**src/verilog/cpu_isa_pkg.sv**
```systemverilog
package cpu_isa_pkg;

   // Datapath and register file geometry
   localparam int DATA_W     = 32;
   localparam int REG_ADDR_W = 5;
   localparam int NUM_REGS   = 32;

   // Opcodes
   localparam logic [5:0] OP_RTYPE = 6'h00;
   localparam logic [5:0] OP_ADDI  = 6'h08;

   // R-format funct codes
   localparam logic [5:0] FN_ADD = 6'h20;
   localparam logic [5:0] FN_SUB = 6'h22;
   localparam logic [5:0] FN_AND = 6'h24;
   localparam logic [5:0] FN_OR  = 6'h25;
   localparam logic [5:0] FN_XOR = 6'h26;
   localparam logic [5:0] FN_SLT = 6'h2a;
   localparam logic [5:0] FN_MUL = 6'h18;

   // Same 32-bit word seen as R-format or as I-format
   typedef union packed {
      struct packed {
         logic [5:0]            opcode;
         logic [REG_ADDR_W-1:0] rs;
         logic [REG_ADDR_W-1:0] rt;
         logic [REG_ADDR_W-1:0] rd;
         logic [4:0]            shamt;
         logic [5:0]            funct;
      } r_fmt;
      struct packed {
         logic [5:0]            opcode;
         logic [REG_ADDR_W-1:0] rs;
         logic [REG_ADDR_W-1:0] rt;
         logic [15:0]           imm;
      } i_fmt;
   } instr_u;

endpackage

```
**src/verilog/cpu_pipe_pkg.sv**
```systemverilog
package cpu_pipe_pkg;

   // ALU operation select
   localparam int ALU_OP_W = 3;

   localparam logic [ALU_OP_W-1:0] ALU_ADD = 3'd0;
   localparam logic [ALU_OP_W-1:0] ALU_SUB = 3'd1;
   localparam logic [ALU_OP_W-1:0] ALU_AND = 3'd2;
   localparam logic [ALU_OP_W-1:0] ALU_OR  = 3'd3;
   localparam logic [ALU_OP_W-1:0] ALU_XOR = 3'd4;
   localparam logic [ALU_OP_W-1:0] ALU_SLT = 3'd5;

   // Multiplier depth, M1 to M5
   localparam int MULT_STAGES = 5;

   // Edges from acceptance to the register write
   localparam int ALU_WB_LAT  = 2;
   localparam int MULT_WB_LAT = MULT_STAGES + 1;

   // A multiply in this stage writes back on the same edge as an ALU op
   // issued now, so ALU issue has to wait one cycle
   localparam int MULT_SLOT_CLASH_STAGE = MULT_WB_LAT - ALU_WB_LAT - 1;

endpackage

```
**src/verilog/issue_if.sv**
```systemverilog
`timescale 1ns/1ns

interface issue_if;

   logic                                valid;     // Entry writes a register
   logic [cpu_isa_pkg::REG_ADDR_W-1:0]  dest;
   logic [cpu_isa_pkg::DATA_W-1:0]      src_data1;
   logic [cpu_isa_pkg::DATA_W-1:0]      src_data2;
   logic [cpu_isa_pkg::DATA_W-1:0]      imm;       // Already sign-extended
   logic [cpu_pipe_pkg::ALU_OP_W-1:0]   alu_op;
   logic                                alusrc;
   logic                                is_mult;

   modport decode (output valid, dest, src_data1, src_data2, imm, alu_op, alusrc, is_mult);

   modport alu (input valid, dest, src_data1, src_data2, imm, alu_op, alusrc, is_mult);

   modport mult (input valid, dest, src_data1, src_data2, is_mult);

   modport hazard (input valid, dest, is_mult);

endinterface

```
**src/verilog/decode_unit.sv**
```systemverilog
`timescale 1ns/1ns

module decode_unit (
   input  logic                                clk,
   input  logic                                id_ex_reset,
   input  cpu_isa_pkg::instr_u                 instr,
   input  logic                                instr_valid,
   input  logic                                stall,
   output logic [cpu_isa_pkg::REG_ADDR_W-1:0]  rs_addr,
   output logic [cpu_isa_pkg::REG_ADDR_W-1:0]  rt_addr,
   input  logic [cpu_isa_pkg::DATA_W-1:0]      rs_data,
   input  logic [cpu_isa_pkg::DATA_W-1:0]      rt_data,
   issue_if.decode                             issue
);

   logic [cpu_pipe_pkg::ALU_OP_W-1:0]   alu_op;
   logic                                alusrc;
   logic                                is_mult;
   logic                                reg_write;
   logic [cpu_isa_pkg::REG_ADDR_W-1:0]  dest;
   logic [cpu_isa_pkg::DATA_W-1:0]      imm_ext;
   logic                                accept;

   assign rs_addr = instr.r_fmt.rs;
   assign rt_addr = instr.r_fmt.rt;
   assign imm_ext = {{(cpu_isa_pkg::DATA_W-16){instr.i_fmt.imm[15]}}, instr.i_fmt.imm};
   assign accept  = instr_valid && !stall;

   always_comb begin
      alu_op    = cpu_pipe_pkg::ALU_ADD;
      alusrc    = 1'b0;
      is_mult   = 1'b0;
      reg_write = 1'b0;
      dest      = instr.r_fmt.rd;
      case (instr.r_fmt.opcode)
         cpu_isa_pkg::OP_RTYPE: begin
            reg_write = 1'b1;
            case (instr.r_fmt.funct)
               cpu_isa_pkg::FN_ADD: alu_op = cpu_pipe_pkg::ALU_ADD;
               cpu_isa_pkg::FN_SUB: alu_op = cpu_pipe_pkg::ALU_SUB;
               cpu_isa_pkg::FN_AND: alu_op = cpu_pipe_pkg::ALU_AND;
               cpu_isa_pkg::FN_OR:  alu_op = cpu_pipe_pkg::ALU_OR;
               cpu_isa_pkg::FN_XOR: alu_op = cpu_pipe_pkg::ALU_XOR;
               cpu_isa_pkg::FN_SLT: alu_op = cpu_pipe_pkg::ALU_SLT;
               cpu_isa_pkg::FN_MUL: is_mult = 1'b1;
               default:             reg_write = 1'b0;   // Unknown funct
            endcase
         end
         cpu_isa_pkg::OP_ADDI: begin
            dest      = instr.i_fmt.rt;   // I-format writes rt
            alusrc    = 1'b1;
            reg_write = 1'b1;
         end
         default: reg_write = 1'b0;
      endcase
      // r0 is hardwired, never a destination
      if (dest == '0) begin
         reg_write = 1'b0;
      end
   end

   // Boundary register, bubble when nothing accepted
   always_ff @(posedge clk) begin
      if (id_ex_reset) begin
         issue.valid <= 1'b0;
      end else begin
         issue.valid <= accept && reg_write;
      end
   end

   always_ff @(posedge clk) begin
      if (accept) begin
         issue.dest      <= dest;
         issue.src_data1 <= rs_data;
         issue.src_data2 <= rt_data;
         issue.imm       <= imm_ext;
         issue.alu_op    <= alu_op;
         issue.alusrc    <= alusrc;
         issue.is_mult   <= is_mult;
      end
   end

endmodule

```
**src/verilog/register_file.sv**
```systemverilog
`timescale 1ns/1ns

module register_file (
   input  logic                                clk,
   input  logic                                id_ex_reset,
   input  logic [cpu_isa_pkg::REG_ADDR_W-1:0]  rs_addr,
   input  logic [cpu_isa_pkg::REG_ADDR_W-1:0]  rt_addr,
   output logic [cpu_isa_pkg::DATA_W-1:0]      rs_data,
   output logic [cpu_isa_pkg::DATA_W-1:0]      rt_data,
   input  logic                                alu_regwrite,
   input  logic [cpu_isa_pkg::REG_ADDR_W-1:0]  alu_wreg,
   input  logic [cpu_isa_pkg::DATA_W-1:0]      alu_wdata,
   input  logic                                mul_regwrite,
   input  logic [cpu_isa_pkg::REG_ADDR_W-1:0]  mul_wreg,
   input  logic [cpu_isa_pkg::DATA_W-1:0]      mul_wdata,
   output logic                                wb_regwrite,
   output logic [cpu_isa_pkg::REG_ADDR_W-1:0]  wb_wreg,
   output logic [cpu_isa_pkg::DATA_W-1:0]      wb_wdata
);

   logic [cpu_isa_pkg::DATA_W-1:0] regs [cpu_isa_pkg::NUM_REGS];

   // Writeback merge, the two requests never overlap
   assign wb_regwrite = alu_regwrite || mul_regwrite;
   assign wb_wreg     = alu_regwrite ? alu_wreg : mul_wreg;
   assign wb_wdata    = alu_regwrite ? alu_wdata : mul_wdata;

   always_ff @(posedge clk) begin
      if (id_ex_reset) begin
         for (int i = 0; i < cpu_isa_pkg::NUM_REGS; i++) begin
            regs[i] <= '0;
         end
      end else if (wb_regwrite && wb_wreg != '0) begin
         regs[wb_wreg] <= wb_wdata;
      end
   end

   // Asynchronous read ports
   assign rs_data = (rs_addr == '0) ? '0 : regs[rs_addr];
   assign rt_data = (rt_addr == '0) ? '0 : regs[rt_addr];

endmodule

```
**src/verilog/hazard_control.sv**
```systemverilog
`timescale 1ns/1ns

module hazard_control (
   input  cpu_isa_pkg::instr_u                 instr,
   input  logic                                instr_valid,
   input  logic [cpu_isa_pkg::REG_ADDR_W-1:0]  rs_addr,
   input  logic [cpu_isa_pkg::REG_ADDR_W-1:0]  rt_addr,
   issue_if.hazard                             issue,
   input  logic                                ex_valid,
   input  logic [cpu_isa_pkg::REG_ADDR_W-1:0]  ex_dest,
   input  logic [cpu_pipe_pkg::MULT_STAGES-1:0] m_valid,
   input  logic [cpu_isa_pkg::REG_ADDR_W-1:0]  m_dest [cpu_pipe_pkg::MULT_STAGES],
   output logic                                stall
);

   logic                                new_is_mult;
   logic [cpu_isa_pkg::REG_ADDR_W-1:0]  new_dest;
   logic                                alu_hit;
   logic                                mul_hit;
   logic                                slot_clash;

   // Tag matches a source or the destination of the incoming word
   function automatic logic touches(
      input logic [cpu_isa_pkg::REG_ADDR_W-1:0] tag,
      input logic [cpu_isa_pkg::REG_ADDR_W-1:0] src1,
      input logic [cpu_isa_pkg::REG_ADDR_W-1:0] src2,
      input logic [cpu_isa_pkg::REG_ADDR_W-1:0] dst
   );
      return (tag == src1) || (tag == src2) || (tag == dst);
   endfunction

   always_comb begin
      new_is_mult = (instr.r_fmt.opcode == cpu_isa_pkg::OP_RTYPE) &&
                    (instr.r_fmt.funct == cpu_isa_pkg::FN_MUL);
      new_dest    = (instr.r_fmt.opcode == cpu_isa_pkg::OP_RTYPE) ? instr.r_fmt.rd
                                                                   : instr.i_fmt.rt;

      // Pending ALU results, boundary or execute/writeback
      alu_hit = (issue.valid && !issue.is_mult &&
                 touches(issue.dest, rs_addr, rt_addr, new_dest)) ||
                (ex_valid && touches(ex_dest, rs_addr, rt_addr, new_dest));

      // Pending multiply results, boundary then M1 to M5
      mul_hit = issue.valid && issue.is_mult &&
                touches(issue.dest, rs_addr, rt_addr, new_dest);
      for (int k = 0; k < cpu_pipe_pkg::MULT_STAGES; k++) begin
         mul_hit = mul_hit || (m_valid[k] && touches(m_dest[k], rs_addr, rt_addr, new_dest));
      end

      // Would share the writeback edge with that multiply
      slot_clash = !new_is_mult && m_valid[cpu_pipe_pkg::MULT_SLOT_CLASH_STAGE-1];

      stall = instr_valid && (alu_hit || mul_hit || slot_clash);
   end

endmodule

```
**src/verilog/exec_alu.sv**
```systemverilog
`timescale 1ns/1ns

module exec_alu (
   input  logic                                clk,
   input  logic                                id_ex_reset,
   issue_if.alu                                issue,
   output logic                                ex_valid,
   output logic [cpu_isa_pkg::REG_ADDR_W-1:0]  ex_dest,
   output logic [cpu_isa_pkg::DATA_W-1:0]      alu_wdata
);

   logic [cpu_isa_pkg::DATA_W-1:0] op_b;
   logic [cpu_isa_pkg::DATA_W-1:0] result;
   logic                           alu_issue;

   assign alu_issue = issue.valid && !issue.is_mult;
   assign op_b      = issue.alusrc ? issue.imm : issue.src_data2;

   always_comb begin
      case (issue.alu_op)
         cpu_pipe_pkg::ALU_ADD: result = issue.src_data1 + op_b;
         cpu_pipe_pkg::ALU_SUB: result = issue.src_data1 - op_b;
         cpu_pipe_pkg::ALU_AND: result = issue.src_data1 & op_b;
         cpu_pipe_pkg::ALU_OR:  result = issue.src_data1 | op_b;
         cpu_pipe_pkg::ALU_XOR: result = issue.src_data1 ^ op_b;
         cpu_pipe_pkg::ALU_SLT: begin
            // Signed compare
            result = {{(cpu_isa_pkg::DATA_W-1){1'b0}},
                      ($signed(issue.src_data1) < $signed(op_b))};
         end
         default: result = '0;
      endcase
   end

   // Execute/writeback register
   always_ff @(posedge clk) begin
      if (id_ex_reset) begin
         ex_valid <= 1'b0;
      end else begin
         ex_valid <= alu_issue;
      end
   end

   always_ff @(posedge clk) begin
      if (alu_issue) begin
         ex_dest   <= issue.dest;
         alu_wdata <= result;
      end
   end

endmodule

```
**src/verilog/mult_pipe.sv**
```systemverilog
`timescale 1ns/1ns

module mult_pipe (
   input  logic                                 clk,
   input  logic                                 id_ex_reset,
   issue_if.mult                                issue,
   output logic [cpu_pipe_pkg::MULT_STAGES-1:0] m_valid,
   output logic [cpu_isa_pkg::REG_ADDR_W-1:0]   m_dest [cpu_pipe_pkg::MULT_STAGES],
   output logic [cpu_isa_pkg::DATA_W-1:0]       mul_wdata
);

   // M1 to M4 accumulate, M5 only holds the sum
   logic [cpu_isa_pkg::DATA_W-1:0] acc   [cpu_pipe_pkg::MULT_STAGES];
   logic [cpu_isa_pkg::DATA_W-1:0] op_a  [cpu_pipe_pkg::MULT_STAGES-2];   // Carried by M1..M3
   logic [cpu_isa_pkg::DATA_W-1:0] op_b  [cpu_pipe_pkg::MULT_STAGES-2];
   logic [cpu_isa_pkg::DATA_W-1:0] mac_a   [cpu_pipe_pkg::MULT_STAGES-1];
   logic [cpu_isa_pkg::DATA_W-1:0] mac_b   [cpu_pipe_pkg::MULT_STAGES-1];
   logic [cpu_isa_pkg::DATA_W-1:0] mac_acc [cpu_pipe_pkg::MULT_STAGES-1];
   logic [cpu_isa_pkg::DATA_W-1:0] pp      [cpu_pipe_pkg::MULT_STAGES-1];

   // Inputs of each accumulate stage
   always_comb begin
      mac_a[0]   = issue.src_data1;
      mac_b[0]   = issue.src_data2;
      mac_acc[0] = '0;
      for (int k = 1; k < cpu_pipe_pkg::MULT_STAGES - 1; k++) begin
         mac_a[k]   = op_a[k-1];
         mac_b[k]   = op_b[k-1];
         mac_acc[k] = acc[k-1];
      end
      // Stage k takes byte k of the second operand, already in place
      for (int k = 0; k < cpu_pipe_pkg::MULT_STAGES - 1; k++) begin
         pp[k] = mac_a[k] *
                 (mac_b[k] & ({{(cpu_isa_pkg::DATA_W-8){1'b0}}, 8'hff} << (8 * k)));
      end
   end

   // Tag shift, new entry enters at M1
   always_ff @(posedge clk) begin
      if (id_ex_reset) begin
         m_valid <= '0;
      end else begin
         m_valid <= {m_valid[cpu_pipe_pkg::MULT_STAGES-2:0], issue.valid && issue.is_mult};
      end
   end

   always_ff @(posedge clk) begin
      m_dest[0] <= issue.dest;
      for (int k = 1; k < cpu_pipe_pkg::MULT_STAGES; k++) begin
         m_dest[k] <= m_dest[k-1];
      end
      for (int k = 0; k < cpu_pipe_pkg::MULT_STAGES - 1; k++) begin
         acc[k] <= mac_acc[k] + pp[k];
      end
      acc[cpu_pipe_pkg::MULT_STAGES-1] <= acc[cpu_pipe_pkg::MULT_STAGES-2];
      for (int k = 0; k < cpu_pipe_pkg::MULT_STAGES - 2; k++) begin
         op_a[k] <= mac_a[k];
         op_b[k] <= mac_b[k];
      end
   end

   assign mul_wdata = acc[cpu_pipe_pkg::MULT_STAGES-1];   // Low 32 bits of the product

endmodule

```
**src/verilog/mini_cpu_top.sv**
```systemverilog
`timescale 1ns/1ns

module mini_cpu_top (
   input  logic                                clk,
   input  logic                                id_ex_reset,
   input  logic [cpu_isa_pkg::DATA_W-1:0]      instr,
   input  logic                                instr_valid,
   output logic                                stall,
   output logic                                wb_regwrite,
   output logic [cpu_isa_pkg::REG_ADDR_W-1:0]  wb_wreg,
   output logic [cpu_isa_pkg::DATA_W-1:0]      wb_wdata
);

   logic [cpu_isa_pkg::REG_ADDR_W-1:0]   rs_addr;
   logic [cpu_isa_pkg::REG_ADDR_W-1:0]   rt_addr;
   logic [cpu_isa_pkg::DATA_W-1:0]       rs_data;
   logic [cpu_isa_pkg::DATA_W-1:0]       rt_data;
   logic                                 ex_valid;
   logic [cpu_isa_pkg::REG_ADDR_W-1:0]   ex_dest;
   logic [cpu_isa_pkg::DATA_W-1:0]       alu_wdata;
   logic [cpu_pipe_pkg::MULT_STAGES-1:0] m_valid;
   logic [cpu_isa_pkg::REG_ADDR_W-1:0]   m_dest [cpu_pipe_pkg::MULT_STAGES];
   logic [cpu_isa_pkg::DATA_W-1:0]       mul_wdata;

   issue_if issue ();   // Decode/execute boundary

   decode_unit decode_unit_inst (
      .clk         (clk),
      .id_ex_reset (id_ex_reset),
      .instr       (instr),
      .instr_valid (instr_valid),
      .stall       (stall),
      .rs_addr     (rs_addr),
      .rt_addr     (rt_addr),
      .rs_data     (rs_data),
      .rt_data     (rt_data),
      .issue       (issue.decode)
   );

   register_file register_file_inst (
      .clk          (clk),
      .id_ex_reset  (id_ex_reset),
      .rs_addr      (rs_addr),
      .rt_addr      (rt_addr),
      .rs_data      (rs_data),
      .rt_data      (rt_data),
      .alu_regwrite (ex_valid),
      .alu_wreg     (ex_dest),
      .alu_wdata    (alu_wdata),
      .mul_regwrite (m_valid[cpu_pipe_pkg::MULT_STAGES-1]),   // M5 request
      .mul_wreg     (m_dest[cpu_pipe_pkg::MULT_STAGES-1]),
      .mul_wdata    (mul_wdata),
      .wb_regwrite  (wb_regwrite),
      .wb_wreg      (wb_wreg),
      .wb_wdata     (wb_wdata)
   );

   hazard_control hazard_control_inst (
      .instr       (instr),
      .instr_valid (instr_valid),
      .rs_addr     (rs_addr),
      .rt_addr     (rt_addr),
      .issue       (issue.hazard),
      .ex_valid    (ex_valid),
      .ex_dest     (ex_dest),
      .m_valid     (m_valid),
      .m_dest      (m_dest),
      .stall       (stall)
   );

   exec_alu exec_alu_inst (
      .clk         (clk),
      .id_ex_reset (id_ex_reset),
      .issue       (issue.alu),
      .ex_valid    (ex_valid),
      .ex_dest     (ex_dest),
      .alu_wdata   (alu_wdata)
   );

   mult_pipe mult_pipe_inst (
      .clk         (clk),
      .id_ex_reset (id_ex_reset),
      .issue       (issue.mult),
      .m_valid     (m_valid),
      .m_dest      (m_dest),
      .mul_wdata   (mul_wdata)
   );

endmodule

```
**config.mk**
```make
export PLATFORM = sky130hd
export DESIGN_NAME = mini_cpu_top
export DESIGN_NICKNAME = d
export VERILOG_FILES = /design/src/verilog/cpu_isa_pkg.sv /design/src/verilog/cpu_pipe_pkg.sv /design/src/verilog/issue_if.sv /design/src/verilog/decode_unit.sv /design/src/verilog/register_file.sv /design/src/verilog/hazard_control.sv /design/src/verilog/exec_alu.sv /design/src/verilog/mult_pipe.sv /design/src/verilog/mini_cpu_top.sv
export SDC_FILE = /design/constraint.sdc
export NUM_CORES = 2
export LEC_CHECK = 0
export BUFFER_PORTS_ARGS = -buffer_cell sky130_fd_sc_hd__buf_2
export CAP_MARGIN = 20
export CORE_MARGIN = 5
export CORE_UTILIZATION = 55
export DETAILED_ROUTE_END_ITERATION = 6
export GPL_TIMING_DRIVEN = 0
export PLACE_DENSITY = 0.71
export SYNTH_ARGS = -nofsm -noshare
export SYNTH_HDL_FRONTEND = slang
export SYNTH_SLANG_ARGS = --single-unit
```
**constraint.sdc**
```tcl
create_clock -name clk -period 13.1 [get_ports clk]
set_input_delay 2.62 -clock clk [delete_from_list [all_inputs] [get_ports clk]]
set_output_delay 2.62 -clock clk [all_outputs]
set_load 0.005 [all_outputs]
```
==> results.toml <==
[outcome]
status = "finished with violations"
failed_checks = "design-rule violations"

[cts]
cts_setup_buffers = 0
h-tree-depth = 4
cts_tree = "done"
numClockSinks = 1439
clockBufferDepth = 3
clk_pin_slew_worst_paths_ps = 60
cts_buffers = 152
cts-root-buf = "clkbuf_16"
clk_latency_ps = 820
hold_buffers = 0
ctsResizeCount = 0

[place]
placed_cell_area_sq_um = 88700
portBuffers = 67
pre_cts_slack_ps = 4520
gp_congestion = 0.980
hpwlAfterDp_mm = 220

[cells_and_area]
syn2layout_area_growth_pct = 11.0
final_core_util = 0.612
final_layout_size_suffix_gt1_frac = 0.146
finalInstanceArea_sq_um = 93900
nets = 7749

[synthesis]
async_reset_ff_frac = 0
yosys_warnings = 0
synth_area_leaders = "edfxtp_1, mux4_2, fa_1"
synth_cell_types = 78
syn_area_per_cell_sq_um = 12.5
synthesis.area_sq_um = 84600
yosys.area.top_type = "edfxtp_1"
ys_seq_area_frac = 0.477
synth_top_area_frac = 0.408
synth-seq-cells = 1439
synthTopCellsByCount = "nor2_1, edfxtp_1, mux4_2, inv_1, clkbuf_1"
yosys.cell_count.top_type = "nor2_1"
synth_top_flop_cell = "edfxtp_1"
synthCells = 6788
synth-edff-count = 1151

[global_route]
grt_pass1_wl_mm = 409
grt_usage = 0.351
grt-ovfl-total = 0
grt_max_degree = 34
grt_pass1_vias = 60100
antenna_found_initial = 14

[detailed_routing]
route.detailed.wl_per_inst_microns = 30.8
final_antenna_net_count = 0
wl_mm = 287
first_pass_iters = 7
drt_iter0_markers = 8718
avgViaCountPerCell = 6.49
drc = 4
vias = 60200

[timing]
min_period_ps = 8700
period_share = 0.664
finalSetupViolations = 0
max_freq_mhz = 115
report.final.slew_viol_count = 0
rsz0062_at_grt = "false"
hold_viol = 0
fin_tns_setup_ps = 0
skew_ps = 47.8
relSlewSlack = 0.137
tightest_slew_ps = 1300
layout_setup_ws_ps = 4400

[worst_setup_path]
worstPathArrival_ps = 6080
slowest_stage = "mux2i_1"
crit_family = "simple AND/OR/NAND/NOR gates"
path_buf_inv = 2
critPathMostFrequentCell = "buf_2"
critPathCaptureType = "output port"
critPathKind = "input pin to output port"
path_cells = "buf_2 > or4_4 > nor3_4 > mux2i_1 > xnor2_1 > nor3_1 > o41ai_2 > nand4_1 > and2_1 > buf_2"
cpPeakStageDelay_ps = 990
cp-start-kind = "input pin"
rr_startpoint = "mult_pipe_inst.op_b[0][12]"
required_ps = 10480
worst-path-max-fanout = 7
cp-startpoint = "instr[26]"

[power_and_ir_drop]
power.density_nw_per_um2 = 196
p_seq_frac = 0.314
switching_share = 0.401
leakagePower_nw = 36.2
p_switching_mw = 7.37
pwr-share-comb = 0.453
internal_power_mw = 11.0
pwr-share-clk = 0.234
total_power_mw = 18.4
vdd_ir_drop_max_uv = 266

[hold_path]
hp-class = "flop to flop"
min_from = "mult_pipe_inst.op_b[0][16]"

[die]
rows = 144
dieArea_sq_um = 162000
coreArea_sq_um = 154000
dieWidth_microns = 402
start_util = 0.551
boundaryPins = 74
die_h_microns = 402

[run]
max-cap-violations = 0
cell usage in the layout, fill, tap and decap left out, types with 16 or more instances in the layout:
cell and n:
a211oi_1 16, a21o_1 41, a21oi_1 201, a221oi_1 30, a31oi_1 17, and2_1 285
buf_1 55, buf_2 91, buf_8 39, clkbuf_1 445, clkbuf_16 155, clkinv_1 25
clkinv_2 25, conb_1 32, dfxtp_1 288, edfxtp_1 1151, fa_1 341, ha_1 254
inv_1 456, mux2_2 44, mux2i_1 173, mux4_2 560, nand2_1 375, nand2b_1 17
nand2b_2 31, nand3_1 51, nor2_1 1192, nor2b_1 18, nor3_1 57, o211ai_1 23
o21a_1 19, o21ai_0 82, o21bai_1 29, o221ai_1 19, o22ai_1 38, o31ai_1 23
xnor2_1 209, xor2_1 73
final cells by class:
cell class	count	area, sq um
fillers	12100	59600
flip-flops and latches	1439	40300
clock inverters	82	795
clock buffers	192	4090
repair buffers	146	1590
diodes	5	12.5
plain buffers	503	1930
multi-input cells	4418	40900
well taps	2044	2560
inverters	459	1720
logic make-up (layout without fill, tap and decap cells):
group,Yosys count,after routing,share of synthesized area
DFF,1439,1439,0.477
adders and majority gates,595,595,0.118
other,1,37,0.0000443
AOI/OAI and AO/OA,627,627,0.0491
buffers and inverters,962,1382,0.0429
muxes,780,780,0.176
and+or+nand+nor,2102,2102,0.108
xor gates and xnor gates,282,282,0.0292
sequential cells by signal, indices dropped and copies added, names as in the netlist:
register / count
decode_unit_inst.issue.alu_op: 3
decode_unit_inst.issue.alusrc: 1
decode_unit_inst.issue.dest: 5
decode_unit_inst.issue.imm: 16
decode_unit_inst.issue.is_mult: 1
decode_unit_inst.issue.src_data1: 32
decode_unit_inst.issue.src_data2: 32
decode_unit_inst.issue.valid: 1
exec_alu_inst.alu_wdata: 32
exec_alu_inst.ex_dest: 5
exec_alu_inst.ex_valid: 1
mult_pipe_inst.acc: 160
mult_pipe_inst.m_dest: 25
mult_pipe_inst.m_valid: 5
mult_pipe_inst.op_a: 48
mult_pipe_inst.op_b: 48
register_file_inst.regs: 1024
routing by layer:
metal | GRT usage | vias up | part of all wire
met2 | 0.549 | 4566 | 0.45
met3 | 0.118 | 1067 | 0.13
li1 | - | 24800 | -
met1 | 0.420 | 29800 | 0.33
met4 | 0.222 | 17 | 0.081
met5 | 0 | - | 0.00051
worst paths after layout:
path                           endpoint  slack (ps)  depth (start not counted)
max                               stall        4400                         10
min          mult_pipe_inst.op_b[0][48]         310                          0
max reg2reg   mult_pipe_inst.acc[1][31]        5700                         29
min reg2reg  mult_pipe_inst.op_b[0][48]         310                          0
metrics by stage:
step	hold WS, ps	instances
after floorplan	310	6819
after global routing	328	9283
after global placement	309	8930
after detailed placement	312	8985
after CTS	320	9259
final	313	9288
power by group through the flow:
stage / Clock, mW / Combinational, mW / Sequential [mW]
after floorplan: 0 / 5.65 / 5.67
after global placement: 0 / 7.89 / 5.85
after detailed placement: 0 / 8.11 / 5.85
after CTS: 4.29 / 8.17 / 5.76
after global routing: 4.50 / 9.04 / 5.80
final: 4.29 / 8.32 / 5.76
(Power assumes the default switching activity.)
